## src/mpeg_sys_pkg.sv

```systemverilog
package mpeg_sys_pkg;

   // stream ids that follow the 00 00 01 prefix
   localparam logic [7:0] SC_PACK      = 8'hBA;
   localparam logic [7:0] SC_SYS_HDR   = 8'hBB;
   localparam logic [7:0] SC_END       = 8'hB9;
   localparam logic [7:0] SID_PRIVATE2 = 8'hBF;  // carries no timestamp field

   // packet header markers
   localparam logic [7:0] STUFF_BYTE = 8'hFF;
   localparam logic [1:0] STD_MARK   = 2'b01;    // top bits of the STD buffer field

   // pack header body after the start code
   localparam int PACK_BODY_LEN = 8;

   // timestamps of one packet, 90 kHz units
   typedef struct packed {
      logic        has_pts;
      logic        has_dts;
      logic [32:0] pts;
      logic [32:0] dts;
   } ts_t;

   // single write bus from the parser to all lanes
   typedef struct packed {
      logic [7:0] lane;
      logic [7:0] data;
   } lane_wr_t;

   // drained payload byte, tagged with its lane
   typedef struct packed {
      logic [7:0] lane;
      logic [7:0] data;
   } out_byte_t;

endpackage

```

## src/stream_lane.sv

```systemverilog
`timescale 1ns/1ps

module stream_lane #(
   parameter int LANE_ID    = 0,
   parameter int LANE_DEPTH = 16
) (
   input  logic                   read_signal,
   input  logic                   rst_n,
   input  logic                   wr_en,
   input  mpeg_sys_pkg::lane_wr_t wr,
   input  logic                   rd,
   output logic                   empty,
   output logic [7:0]             head,
   output logic                   overflow
);

   localparam int AW = (LANE_DEPTH > 1) ? $clog2(LANE_DEPTH) : 1;

   logic [7:0]  mem [LANE_DEPTH];
   logic [AW-1:0] wptr;
   logic [AW-1:0] rptr;
   logic [AW:0]   count;
   logic          hit;
   logic          full;
   logic          push;

   assign hit   = wr_en && (wr.lane == 8'(LANE_ID));
   assign full  = (count == (AW+1)'(LANE_DEPTH));
   assign push  = hit && !full;
   assign empty = (count == '0);
   assign head  = mem[rptr];

   always_ff @(posedge read_signal)
   begin
      if (!rst_n)
      begin
         wptr     <= '0;
         rptr     <= '0;
         count    <= '0;
         overflow <= 1'b0;
      end
      else
      begin
         if (hit && full)
            overflow <= 1'b1;   // sticky, byte lost
         if (push)
            wptr <= (wptr == AW'(LANE_DEPTH - 1)) ? '0 : wptr + 1'b1;
         if (rd)
            rptr <= (rptr == AW'(LANE_DEPTH - 1)) ? '0 : rptr + 1'b1;
         case ({push, rd})
            2'b10:   count <= count + 1'b1;
            2'b01:   count <= count - 1'b1;
            default: count <= count;
         endcase
      end
   end

   always_ff @(posedge read_signal)
   begin
      if (push)
         mem[wptr] <= wr.data;
   end

   // drain only pops lanes it saw as non-empty
   assert property (@(posedge read_signal) disable iff (!rst_n) rd |-> !empty)
      else $error("lane %0d read while empty", LANE_ID);

endmodule

```

## config.mk

```make
export PLATFORM = sky130hd
export DESIGN_NAME = stream_lane
export DESIGN_NICKNAME = d
export VERILOG_FILES = /design/src/mpeg_sys_pkg.sv /design/src/stream_lane.sv
export SDC_FILE = /design/constraint.sdc
export NUM_CORES = 1
export LEC_CHECK = 0
export CORE_MARGIN = 3
export CORE_UTILIZATION = 30
export DETAILED_ROUTE_END_ITERATION = 16
export DONT_BUFFER_PORTS = 1
export SLEW_MARGIN = 40
export SYNTH_ARGS = -nofsm -noshare
export SYNTH_HDL_FRONTEND = slang
export SYNTH_SLANG_ARGS = --single-unit
```

## constraint.sdc

```tcl
create_clock -name read_signal -period 2.8 [get_ports read_signal]
set_clock_uncertainty 0.15 [all_clocks]
set_input_delay 0 -clock read_signal [delete_from_list [all_inputs] [get_ports read_signal]]
set_output_delay 0 -clock read_signal [all_outputs]
set_load 0.01 [all_outputs]
```

==> flow_metrics.env <==
export IMPL_syn_avg_cell_area_um2=18.12
export IMPL_worstSetupStartpointType="flip-flop"
export IMPL_root_buffer="clkbuf_16"
export IMPL_numCtsBuffers=17
export IMPL_leakage_dissipation_uw=0.002285
export IMPL_cts_sinks=146
export IMPL_worst_ep_required_time_ns=3.00
export IMPL_critPathKind="flip-flop to flip-flop"
export IMPL_fp_dieH_um=147.8
export IMPL_power_per_cell_area_nw_per_um2=688.9
export IMPL_r2r_setup_slack_ns=0.20
export IMPL_count_of_unique_library_cells_instantiated_by_yosys=43
export IMPL_detail_route_wirelength_um=12240
export IMPL_cap_violations=0
export IMPL_layout_nets=388
export IMPL_initial_antenna_violation_count=0
export IMPL_wire_length_of_the_first_global_routing_pass_um=19140
export IMPL_tritoncts="built"
export IMPL_pin_count=30
export IMPL_placementRows=51
export IMPL_worstPathArrival_ns=2.80
export IMPL_yosys_warnings=0
export IMPL_instances_no_fill=636
export IMPL_timing_slew_headroom_pct=50.05
export IMPL_clock_tree_buffer_depth=2
export IMPL_max_clock_freq_mhz=385.1
export IMPL_register_area_share_after_synthesis_pct=69.68
export IMPL_power_ir_vdd_worst_mv=0.3919
export IMPL_place_inst=591
export IMPL_instance_area_at_placement_um2=6351
export IMPL_first_global_vias=3235
export IMPL_drt_antenna_violating_nets=0
export IMPL_synth_fp_nets=362
export IMPL_period_minus_slack_ns=2.597
export IMPL_post_route_cells_drive_above_1_share_pct=18.33
export IMPL_timing_final_setup_violations=0
export IMPL_hold_violations_final=0
export IMPL_synth_simple_gate_area_share_pct=8.358
export IMPL_vias_per_cell=4.884
export IMPL_rsz0062_at_grt="false"
export IMPL_outcome="completed"
export IMPL_yosys_mux_area_fraction_pct=13.44
export IMPL_die_area_um2=21850
export IMPL_holdCritPathClass="input port to flip-flop"
export IMPL_cts_htree_levels=4
export IMPL_drtIter0Drc=274
export IMPL_hpwlAfterDp_um=7572
export IMPL_clk_insertion_delay_late_ns=0.41
export IMPL_hold_depth=5
export IMPL_min_period_over_period_pct=92.75
export IMPL_floorplan_die_width_um=147.8
export IMPL_worst_hold_path_endpoint="wptr[1]$_SDFFE_PN0P_"
export IMPL_ys_ff_latch=146
export IMPL_final_setup_tns_ns=0
export IMPL_netlist_instances=333
export IMPL_synth_adder_area_share_pct=1.866
export IMPL_utilization_pct=36.13
export IMPL_detailroute_via_count=3106
export IMPL_grt_util_all_layers_pct=11.80
export IMPL_final_weighted_congestion_of_routability_driven_global_placement=0.7197
export IMPL_final_design_area_no_fill_um2=7078
export IMPL_xor_and_xnor_area_share_after_synthesis_pct=0.5807
export IMPL_crit_reg2reg_capture="count[4]$_SDFFE_PN0P_"
export IMPL_worst_r2r_cell_count=11
export IMPL_fraction_of_the_mapped_netlist_area_in_compound_gates_pct=4.189
export IMPL_clkTransAtPathRegs_ns=0.06
export IMPL_endpoint_type_of_the_worst_setup_path="flip-flop"
export IMPL_floorplan_core_area_um2=19590
export IMPL_drt_wirelength_per_cell_um=19.25
export IMPL_worst_slew_pin_transition_ns=0.7464
export IMPL_timing_critical_path_fanout_max=5
export IMPL_crit_reg2reg_launch="count[3]$_SDFFE_PN0P_"
export IMPL_antenna_diode_count=0
export IMPL_globalRoute_totalOverflow=0
export IMPL_initial_utilization_pct=30.80
export IMPL_cts_repair_timing_setup_buffer_count=0
export IMPL_drc_errors=0
export IMPL_grt_start_max_net_pins=33
export IMPL_area_growth_syn_to_layout_pct=17.32
export IMPL_syn_area_um2=6033
export IMPL_hold_path_startpoint="wr[15]"
export IMPL_report_final_slew_viol_count=0
export IMPL_p_total_uw=4876
export IMPL_combinational_family_with_the_most_area_after_synthesis="multiplexers"
export IMPL_port_buffers=0
export IMPL_drt_first_pass_iters=4
-- metrics by stage --
stage	worst slack (ns)	hold slack, ns
finish	0.2031	0.02793
global route	0.01368	0.07672
CTS	0.06248	0.01855
detailed placement	0.08772	-0.05023
global placement	0.2162	-0.05014
floorplan	0.07344	-0.05113
-- sequential cells by signal (all words and copies together), names as in the netlist, named ones only --
name,cells
wptr,4
mem,128
rptr,4
overflow,1
count,5
-- kinds of logic after synthesis --
group / count (synthesis)
AOI/OAI and AO/OA: 38
xor gates and xnor gates: 4
adders and majority gates: 9
buffers and inverters: 21
DFF: 146
muxes: 36
and+or+nand+nor: 79
-- power by group --
part           switching, uW  internal (uW)  leakage (uW)
logic                    168            139      0.000710
clock network            861           1300      0.000278
registers               25.1           2380       0.00130
total                   1050           3820       0.00228
-- area by class of cell --
class	count	area (um^2)
Clock buffer	17	425.4
Multi-Input combinational cell	166	1738
Fill cell	1845	12510
Clock inverter	14	138.9
Tap cell	265	331.6
Sequential cell	146	4205
Timing Repair Buffer	23	220.2
Inverter	5	18.77
-- layer usage --
layer  GRT usage [%]  vias to the layer above  part of all wire [%]
li1                -                     1417                     -
met1           15.64                     1596                    44
met2           18.81                       83                    49
met3           3.709                       10                   6.5
met4           3.464                        0                   1.2
met5               0                        -                     0
-- critical path: stages (launching register included) --
cell	delay [ns]
dfxtp_1	0.36
nor4_4	0.31
and2_4	0.18
nor2_1	0.05
inv_1	0.08
ha_2	0.23
xor2_1	0.16
ha_1	0.19
a21oi_1	0.08
a221oi_2	0.30
mux2_2	0.37
nand3_1	0.06
-- how the worst max path moves through the flow --
stage / startpoint / depth (start not counted) / slack [ns] / endpoint
detailed placement: count[0]$_SDFFE_PN0P_ / 11 / 0.09 / count[4]$_SDFFE_PN0P_
finish: count[3]$_SDFFE_PN0P_ / 11 / 0.20 / count[4]$_SDFFE_PN0P_
CTS: count[0]$_SDFFE_PN0P_ / 11 / 0.06 / count[4]$_SDFFE_PN0P_
global placement: count[0]$_SDFFE_PN0P_ / 11 / 0.22 / count[4]$_SDFFE_PN0P_
global route: count[3]$_SDFFE_PN0P_ / 11 / 0.01 / count[4]$_SDFFE_PN0P_
floorplan: count[0]$_SDFFE_PN0P_ / 13 / 0.07 / count[4]$_SDFFE_PN0P_
-- cells in the mapped netlist (all sizes together) --
master   instances  area, um^2
xnor2            1       8.760
nor3b            2       15.01
nand4b           2       17.52
or3              3       18.77
ha               9       112.6
a32oi            1       8.760
buf             10       72.56
clkbuf           6       22.52
o221ai           1       8.760
o21ai            5       25.02
nand4            2       18.77
a221oi           1       8.760
mux2             1       11.26
nor4b            3       56.31
nand3            8       40.04
a31oi            2       12.51
a22oi           16       120.1
nand2           15       56.30
nor2b            5       31.28
nor2            10       37.54
dfxtp           18       360.4
xor2             3       26.28
a41o             1       10.01
nor3             1       5.000
inv              5       18.77
edfxtp         128        3844
nand3b           2       15.01
mux4            32       769.5
mux2i            3       30.03
nand2b           3       18.77
and2            15       93.84
nand4bb          1       11.26
and4             5       43.79
nor4             2       25.02
o22ai            1       6.260
a21oi            9       45.04
o211ai           1       7.510
-- timing repair --
| item | 4_1_cts | 5_1_grt |
|---|---|---|
| resized for setup | 0 | 4 |
| hold buffers | 14 | 0 |
| hold endpoints to repair | 146 | 0 |
| endpoints found under the setup margin | 0 | 3 |
-- placed cells by master, fill, tap and decap left out, types with 3 or more instances in the layout --
cell           count
inv_1              5
dfxtp_1           17
or3_1              3
a21oi_1            9
mux4_1            13
clkinv_2           4
edfxtp_1         128
nand2_1           15
nor2_1            10
mux2i_1            3
mux4_2            19
buf_4              8
nor2b_1            4
clkinv_4           3
xor2_1             3
nand3_1            8
nand2b_1           3
and4_1             5
clkbuf_16         17
ha_1               8
a22oi_1           16
dlygate4sd3_1     14
o21ai_0            5
and2_1            14
(Power assumes the default switching activity.)
