==> src/mpeg_sys_pkg.sv <==
package mpeg_sys_pkg;

   // stream ids that follow the 00 00 01 prefix
   localparam logic [7:0] SC_PACK      = 8'hBA;
   localparam logic [7:0] SC_SYS_HDR   = 8'hBB;
   localparam logic [7:0] SC_END       = 8'hB9;
   localparam logic [7:0] SID_PRIVATE2 = 8'hBF;  // carries no timestamp field

   // packet header markers
   localparam logic [7:0] STUFF_BYTE = 8'hFF;
   localparam logic [1:0] STD_MARK   = 2'b01;    // top bits of the STD buffer field

   // pack header body after the start code
   localparam int PACK_BODY_LEN = 8;

   // timestamps of one packet, 90 kHz units
   typedef struct packed {
      logic        has_pts;
      logic        has_dts;
      logic [32:0] pts;
      logic [32:0] dts;
   } ts_t;

   // single write bus from the parser to all lanes
   typedef struct packed {
      logic [7:0] lane;
      logic [7:0] data;
   } lane_wr_t;

   // drained payload byte, tagged with its lane
   typedef struct packed {
      logic [7:0] lane;
      logic [7:0] data;
   } out_byte_t;

endpackage

==> src/start_code_detect.sv <==
`timescale 1ns/1ps

module start_code_detect (
   input  logic       read_signal,
   input  logic       rst_n,
   input  logic       arm,
   input  logic       in_valid,
   input  logic [7:0] in_byte,
   output logic       found
);

   logic [1:0] zeros;  // zero bytes seen so far, stops at 2

   always_ff @(posedge read_signal)
   begin
      if (!rst_n)
      begin
         zeros <= 2'd0;
         found <= 1'b0;
      end
      else if (!arm)
      begin
         zeros <= 2'd0;   // parser busy with a packet
         found <= 1'b0;
      end
      else
      begin
         found <= 1'b0;
         if (in_valid)
         begin
            if (in_byte == 8'h00)
               zeros <= (zeros == 2'd2) ? 2'd2 : zeros + 2'd1;  // 00 00 00 01 still matches
            else if (in_byte == 8'h01 && zeros == 2'd2)
            begin
               zeros <= 2'd0;
               found <= 1'b1;
            end
            else
               zeros <= 2'd0;
         end
      end
   end

   // the parser holds arm until it has taken the id byte
   assert property (@(posedge read_signal) disable iff (!rst_n) found |-> arm)
      else $error("start code reported while detector disarmed");

endmodule

==> src/pts_dts_parse.sv <==
`timescale 1ns/1ps

module pts_dts_parse (
   input  logic              read_signal,
   input  logic              rst_n,
   input  logic              start,
   input  logic              in_valid,
   input  logic [7:0]        in_byte,
   output logic              ts_done,
   output logic [3:0]        ts_bytes,
   output mpeg_sys_pkg::ts_t ts
);

   logic        busy;
   logic [2:0]  pos;        // byte within the current 5-byte group
   logic        dts_phase;  // second group of the 10-byte form
   logic [32:0] sh;         // value being assembled
   logic [32:0] field;
   logic        take_first;
   logic        take_next;

   assign take_first = start && in_valid && !busy;
   assign take_next  = busy && in_valid;
   assign field      = {sh[25:0], in_byte[7:1]};  // last 7 bits, marker dropped

   always_ff @(posedge read_signal)
   begin
      if (!rst_n)
      begin
         busy      <= 1'b0;
         pos       <= 3'd0;
         dts_phase <= 1'b0;
         ts_done   <= 1'b0;
      end
      else
      begin
         ts_done <= 1'b0;
         if (take_first)
         begin
            if (in_byte[7:5] == 3'b001)
            begin
               busy      <= 1'b1;
               pos       <= 3'd1;
               dts_phase <= 1'b0;
            end
            else
               ts_done <= 1'b1;   // 0x0F, single byte
         end
         else if (take_next)
         begin
            if (pos == 3'd4)
            begin
               pos <= 3'd0;
               if (dts_phase || !ts.has_dts)
               begin
                  busy    <= 1'b0;
                  ts_done <= 1'b1;
               end
               else
                  dts_phase <= 1'b1;
            end
            else
               pos <= pos + 3'd1;
         end
      end
   end

   always_ff @(posedge read_signal)
   begin
      if (take_first)
      begin
         ts.has_pts <= (in_byte[7:5] == 3'b001);
         ts.has_dts <= (in_byte[7:4] == 4'b0011);
         sh         <= {30'd0, in_byte[3:1]};  // bits 32..30
         ts_bytes   <= 4'd1;
      end
      else if (take_next)
      begin
         case (pos)
            3'd0:       sh <= {30'd0, in_byte[3:1]};   // dts lead byte
            3'd1, 3'd3: sh <= {sh[24:0], in_byte};
            3'd2:       sh <= {sh[25:0], in_byte[7:1]};
            default:
            begin
               if (dts_phase)
                  ts.dts <= field;
               else
                  ts.pts <= field;
               ts_bytes <= dts_phase ? 4'd10 : 4'd5;
            end
         endcase
      end
   end

   // parser must wait for ts_done before the next packet header
   assert property (@(posedge read_signal) disable iff (!rst_n) start |-> !busy)
      else $error("timestamp start during a parse");

endmodule

==> src/packet_parser.sv <==
`timescale 1ns/1ps

module packet_parser #(
   parameter int NUM_LANES = 4
) (
   input  logic                   read_signal,
   input  logic                   rst_n,
   input  logic                   in_valid,
   input  logic [7:0]             in_byte,
   output logic                   wr_en,
   output mpeg_sys_pkg::lane_wr_t wr,
   output logic                   ts_valid,
   output mpeg_sys_pkg::ts_t      ts,
   output logic                   pack_seen,
   output logic                   stream_done
);
   import mpeg_sys_pkg::*;

   typedef enum logic [3:0] {
      S_HUNT, S_ID, S_SKIP, S_SYS_HI, S_SYS_LO, S_LEN_HI, S_LEN_LO,
      S_HDR, S_STD, S_TS, S_PAY
   } state_t;

   state_t      state;
   logic [15:0] remain;     // bytes left in the packet or skip
   logic [15:0] len;
   logic [15:0] rem_after;  // remain once the timestamp field is counted
   logic [7:0]  stream_id;
   logic        arm;
   logic        found;
   logic        ts_start;
   logic        ts_done;
   logic [3:0]  ts_bytes;
   logic        ts_end;
   logic        id_take;
   logic        hdr_stuff;
   logic        hdr_std;

   assign len       = {remain[15:8], in_byte};  // high byte parked in remain
   assign rem_after = remain - 16'(ts_bytes);
   assign ts_end    = (state == S_TS) && ts_done;
   assign id_take   = in_valid && (((state == S_HUNT) && found) || (state == S_ID));
   assign hdr_stuff = (state == S_HDR) && in_valid && (in_byte == STUFF_BYTE);
   assign hdr_std   = (state == S_HDR) && in_valid && (in_byte[7:6] == STD_MARK);
   assign ts_start  = (state == S_HDR) && in_valid && !hdr_stuff && !hdr_std;

   // rearm on the same cycle a packet ends in its timestamp field
   assign arm = (state == S_HUNT) || (ts_end && rem_after == 16'd0);

   assign wr_en    = in_valid && ((state == S_PAY) || (ts_end && rem_after != 16'd0));
   assign wr.lane  = stream_id & 8'(NUM_LANES - 1);
   assign wr.data  = in_byte;
   assign ts_valid = ts_end && ts.has_pts;

   always_ff @(posedge read_signal)
   begin
      if (!rst_n)
      begin
         state       <= S_HUNT;
         remain      <= 16'd0;
         stream_id   <= 8'd0;
         pack_seen   <= 1'b0;
         stream_done <= 1'b0;
      end
      else
      begin
         pack_seen <= 1'b0;
         case (state)
            S_HUNT, S_ID:
               if (id_take)
               begin
                  if (in_byte == SC_PACK)
                  begin
                     remain    <= 16'(PACK_BODY_LEN);
                     pack_seen <= 1'b1;
                     state     <= S_SKIP;
                  end
                  else if (in_byte == SC_END)
                  begin
                     stream_done <= 1'b1;
                     state       <= S_HUNT;
                  end
                  else if (in_byte == SC_SYS_HDR)
                     state <= S_SYS_HI;
                  else
                  begin
                     stream_id <= in_byte;
                     state     <= S_LEN_HI;
                  end
               end
               else if (found)
                  state <= S_ID;   // id byte comes after a gap
            S_SYS_HI, S_LEN_HI:
               if (in_valid)
               begin
                  remain[15:8] <= in_byte;
                  state        <= (state == S_SYS_HI) ? S_SYS_LO : S_LEN_LO;
               end
            S_SYS_LO:
               if (in_valid)
               begin
                  remain <= len;
                  state  <= (len == 16'd0) ? S_HUNT : S_SKIP;
               end
            S_LEN_LO:
               if (in_valid)
               begin
                  remain <= len;
                  if (len == 16'd0)
                     state <= S_HUNT;
                  else if (stream_id == SID_PRIVATE2)
                     state <= S_PAY;
                  else
                     state <= S_HDR;
               end
            S_HDR:
               if (hdr_stuff || hdr_std)
               begin
                  remain <= remain - 16'd1;
                  if (remain == 16'd1)
                     state <= S_HUNT;
                  else if (hdr_std)
                     state <= S_STD;
               end
               else if (ts_start)
                  state <= S_TS;   // this byte is counted through ts_bytes
            S_STD:
               if (in_valid)
               begin
                  remain <= remain - 16'd1;
                  state  <= (remain == 16'd1) ? S_HUNT : S_HDR;
               end
            S_TS:
               if (ts_done)
               begin
                  if (rem_after == 16'd0)
                     state <= S_HUNT;
                  else if (in_valid)
                  begin
                     remain <= rem_after - 16'd1;   // first payload byte already written
                     state  <= (rem_after == 16'd1) ? S_HUNT : S_PAY;
                  end
                  else
                  begin
                     remain <= rem_after;
                     state  <= S_PAY;
                  end
               end
            default:   // S_SKIP, S_PAY
               if (in_valid)
               begin
                  remain <= remain - 16'd1;
                  if (remain == 16'd1)
                     state <= S_HUNT;
               end
         endcase
      end
   end

   start_code_detect u_detect (
      .read_signal (read_signal),
      .rst_n       (rst_n),
      .arm         (arm),
      .in_valid    (in_valid),
      .in_byte     (in_byte),
      .found       (found)
   );

   pts_dts_parse u_ts (
      .read_signal (read_signal),
      .rst_n       (rst_n),
      .start       (ts_start),
      .in_valid    (in_valid),
      .in_byte     (in_byte),
      .ts_done     (ts_done),
      .ts_bytes    (ts_bytes),
      .ts          (ts)
   );

   // the timestamp field has to fit in what the packet length left
   assert property (@(posedge read_signal) disable iff (!rst_n)
      ts_end |-> (remain >= 16'(ts_bytes)))
      else $error("packet length underflow in timestamp field");

endmodule

==> config.mk <==
export PLATFORM = sky130hd
export DESIGN_NAME = packet_parser
export DESIGN_NICKNAME = d
export VERILOG_FILES = /design/src/mpeg_sys_pkg.sv /design/src/start_code_detect.sv /design/src/pts_dts_parse.sv /design/src/packet_parser.sv
export SDC_FILE = /design/constraint.sdc
export NUM_CORES = 1
export LEC_CHECK = 0
export BUFFER_PORTS_ARGS = -buffer_cell sky130_fd_sc_hd__clkbuf_2
export CAP_MARGIN = 30
export CORE_UTILIZATION = 60
export DETAILED_ROUTE_END_ITERATION = 10
export GPL_ROUTABILITY_DRIVEN = 0
export PLACE_DENSITY = 0.83
export SYNTH_ARGS = -nofsm -noshare
export SYNTH_HDL_FRONTEND = slang
export SYNTH_SLANG_ARGS = --single-unit
==> constraint.sdc <==
create_clock -name read_signal -period 8.1 [get_ports read_signal]
set_input_delay 0 -clock read_signal [delete_from_list [all_inputs] [get_ports read_signal]]
set_output_delay 0 -clock read_signal [all_outputs]
set_load 0.01 [all_outputs]
==> out/metrics.csv <==
metric,value,unit
outcome,completed,
"Core Util, Final",72.1,%
post-synth cell types,75,
"Clk Latency, worst-skew pair",0.42,ns
TritonRoute pass-1 iters,6,
Top Ports,99,
CORE AREA,11100,sq um
port bufs,92,
Final WS setup,4.42,ns
layout cells sized above 1,20.7,%
Setup TNS,0,ns
Slew Limit Fails,0,
post-synthesis cell area,6940,sq um
worst hold path startpoint,in_byte[2],
DP Worst Slack,4.69,ns
Syn Area/Cell,10.1,sq um
crit path max fanout,5,
die area,12000,sq um
Synth Instances,685,
Vias,5806,
worst vdd ir,413,uV
wire length per cell,19.5,microns
# rows,38,
Crit-path slowest cell,fa_1,
RSZ-0062 raised after global routing,false,
worst hold path type,input pin to register,
Root Buffer,clkbuf_16,
worst reg2reg startpoint,remain[0],
Longest Clk Path Bufs,2,
Fillers,704,
CP peak stage delay,0.48,ns
Post-CTS Setup Bufs,0,
cell mode on critical path,inv_1,
worst path bufs/invs,3,
most frequent cells in the layout,"92 x clkbuf_2, 74 x nor2_1, 71 x edfxtp_1",
relative slew slack,34.9,%
multi-input gate area in the final layout,3140,sq um
max cap viols,0,
"FF+latch count, synth",136,
Die Y,110,microns
total clock buffers created by CTS,17,
antenna-violating nets left,0,
post-detail-place hpwl,11500,microns
"Data required, critical path",8.10,ns
nets,775,
crit-path cells,inv_1 > ha_1 > inv_1 > fa_1 > a211oi_2 > o2111ai_1 > o21a_1 > a2111oi_0 > and4b_2 > a31oi_1 > a21oi_1 > nor3_1 > clkbuf_2,
most used routing layer,met2,
H-tree depth,4,
clock skew,0.00805,ns
fin crit share,45.5,%
fmax,0.271,GHz
antenna violations before repair,0,
critical path type,register to output port,
critical path launch point type,register,
Synth Flop Type,edfxtp_1,
"EDFF count, synth",71,
met1 usage,39.2,%
Initial Util,62.7,%
area delta synth->final,15.1,%
Critical Path AT,3.68,ns
largest net degree at the start of global routing,37,
GRT Overall Usage,30.3,%
post_cts resized,0,
CTS Hold Bufs,0,
drt initial violations,700,
"most common cell after layout, fill and taps aside",clkbuf_2,
global-route wire length before repair,27400,microns
Yosys warning count,0,
Vias/cell,6.46,
post-synthesis sequential area ratio,49.4,%
CP endpoint kind,output port,
PD cells,409,nW/um^2
Finish-stage setup viols,0,
Routed WL,17600,microns
GR Util met3,8.42,%
Final Hold Violating Endpoints,0,
"CTS clk-pin slew, worst paths",0.06,ns
Slew @ Worst Pin,0.966,ns
Chip Width,110,microns
minimum clock period,3.68,ns
GR Util met2,46.9,%
DRC,0,
"Largest delay share family, worst path",compound AO/OA/AOI/OAI gates,
number of global-route vias before repair,5373,
Ant. Diodes,0,
Pleak,2.96,nW
Post-synth ARST share,0,%
Register Area,3430,sq um
crit path from,remain[0],
grt ovf,0,
Clock Sinks,136,
CTS tree,done,
through the flow:
step                hold WS [ns]  power (mW)  instance area [sq um]  cells
detailed placement         0.394        2.43                   7370    866
floorplan                 0.0918        2.15                   6960    690
global placement           0.391        2.38                   7320    863
global route              0.0306        3.45                   7990    899
finish                    0.0298        3.27                   7990    899
CTS                      0.00941        3.23                   7970    898
flip-flops by register name (all words and copies together) (netlist names), 2 cells and up:
name            flops
stream_id           8
u_ts.pos            3
state               4
u_ts.sh            26
u_ts.ts            68
remain             16
u_ts.ts_bytes       3
u_detect.zeros      2
per-layer routing:
| layer | wire [microns] | vias up |
|---|---|---|
| met3 | 1860 | 63 |
| li1 | - | 2654 |
| met5 | 0 | - |
| met1 | 6940 | 2700 |
| met2 | 8180 | 389 |
| met4 | 595 | 0 |
report_power, final:
group / switching [mW] / leakage (nW) / internal [mW]
Sequential: 0.129 / 1.19 / 0.783
Combinational: 0.923 / 1.47 / 0.641
Clock: 0.303 / 0.298 / 0.487
path summary, 6_finish.rpt:
path / to / slack (ns) / depth (start not counted)
max reg2reg: remain[5] / 4.52 / 12
min reg2reg: u_ts.ts[29] / 0.47 / 0
min: u_ts.ts[1] / 0.03 / 1
max: wr_en / 4.42 / 13
worst reg2reg max path: cells and delay by family, from the launching register on:
kind,cells,cell delay [ns]
flops,1,0.33
fa+ha+maj,2,0.64
buf+inv,2,0.19
xor+xnor,1,0.24
simple gates,2,0.55
compound gates,5,1.48
area by class of cell:
class	instances	area share (%)
Clock buffer	18	5.37
Sequential cell	136	43.0
Tap cell	140	2.19
Multi-Input combinational cell	470	39.3
Timing Repair Buffer	101	7.06
Clock inverter	14	2.16
Inverter	20	0.939
Yosys cell counts, types with 3 or more instances:
library cell   n  area (sq um)
buf_2          4          20.0
nand4b_1       3          26.3
nand3b_1       3          22.5
o2111ai_1      3          26.3
edfxtp_1      71          2130
a31oi_1       13          81.3
nand3_1       16          80.1
nand2b_1       5          31.3
ha_1          17           213
o21a_1         3          22.5
a211oi_1      32           240
mux2i_1       13           130
nand2_1       28           105
clkbuf_1      32           120
nor2b_1        4          25.0
o21ai_1        6          30.0
a221oi_1       6          52.6
a22o_1         3          26.3
and2_1         7          43.8
inv_1         20          75.1
nor3_1        26           130
xnor2_1       20           175
nor4_1         6          37.5
xor2_1        12           105
and3_1         8          50.1
or2_2          4          25.0
buf_6          3          33.8
buf_1          9          33.8
nand4_1        7          43.8
a211oi_2       3          37.5
dfxtp_1       65          1300
o211ai_1       3          22.5
or3_1          9          56.3
o21ai_0       21           105
a21o_1         3          22.5
a222oi_1       3          30.0
a22oi_1       25           188
buf_4         16           120
a21oi_1       27           135
o22ai_1        3          18.8
nor2_1        76           285
cells by family (layout without fill, tap and decap cells):
logic type	Yosys count	in the layout	share of synthesized area (%)
muxes	13	13	1.87
adders and majority gates	19	19	3.50
AOI/OAI and AO/OA	178	178	18.3
xor gates and xnor gates	33	33	4.27
and+or+nand+nor	221	221	16.8
buffers and inverters	84	153	5.80
DFF	136	136	49.4
other	1	6	0.0540
(Power assumes the default switching activity.)
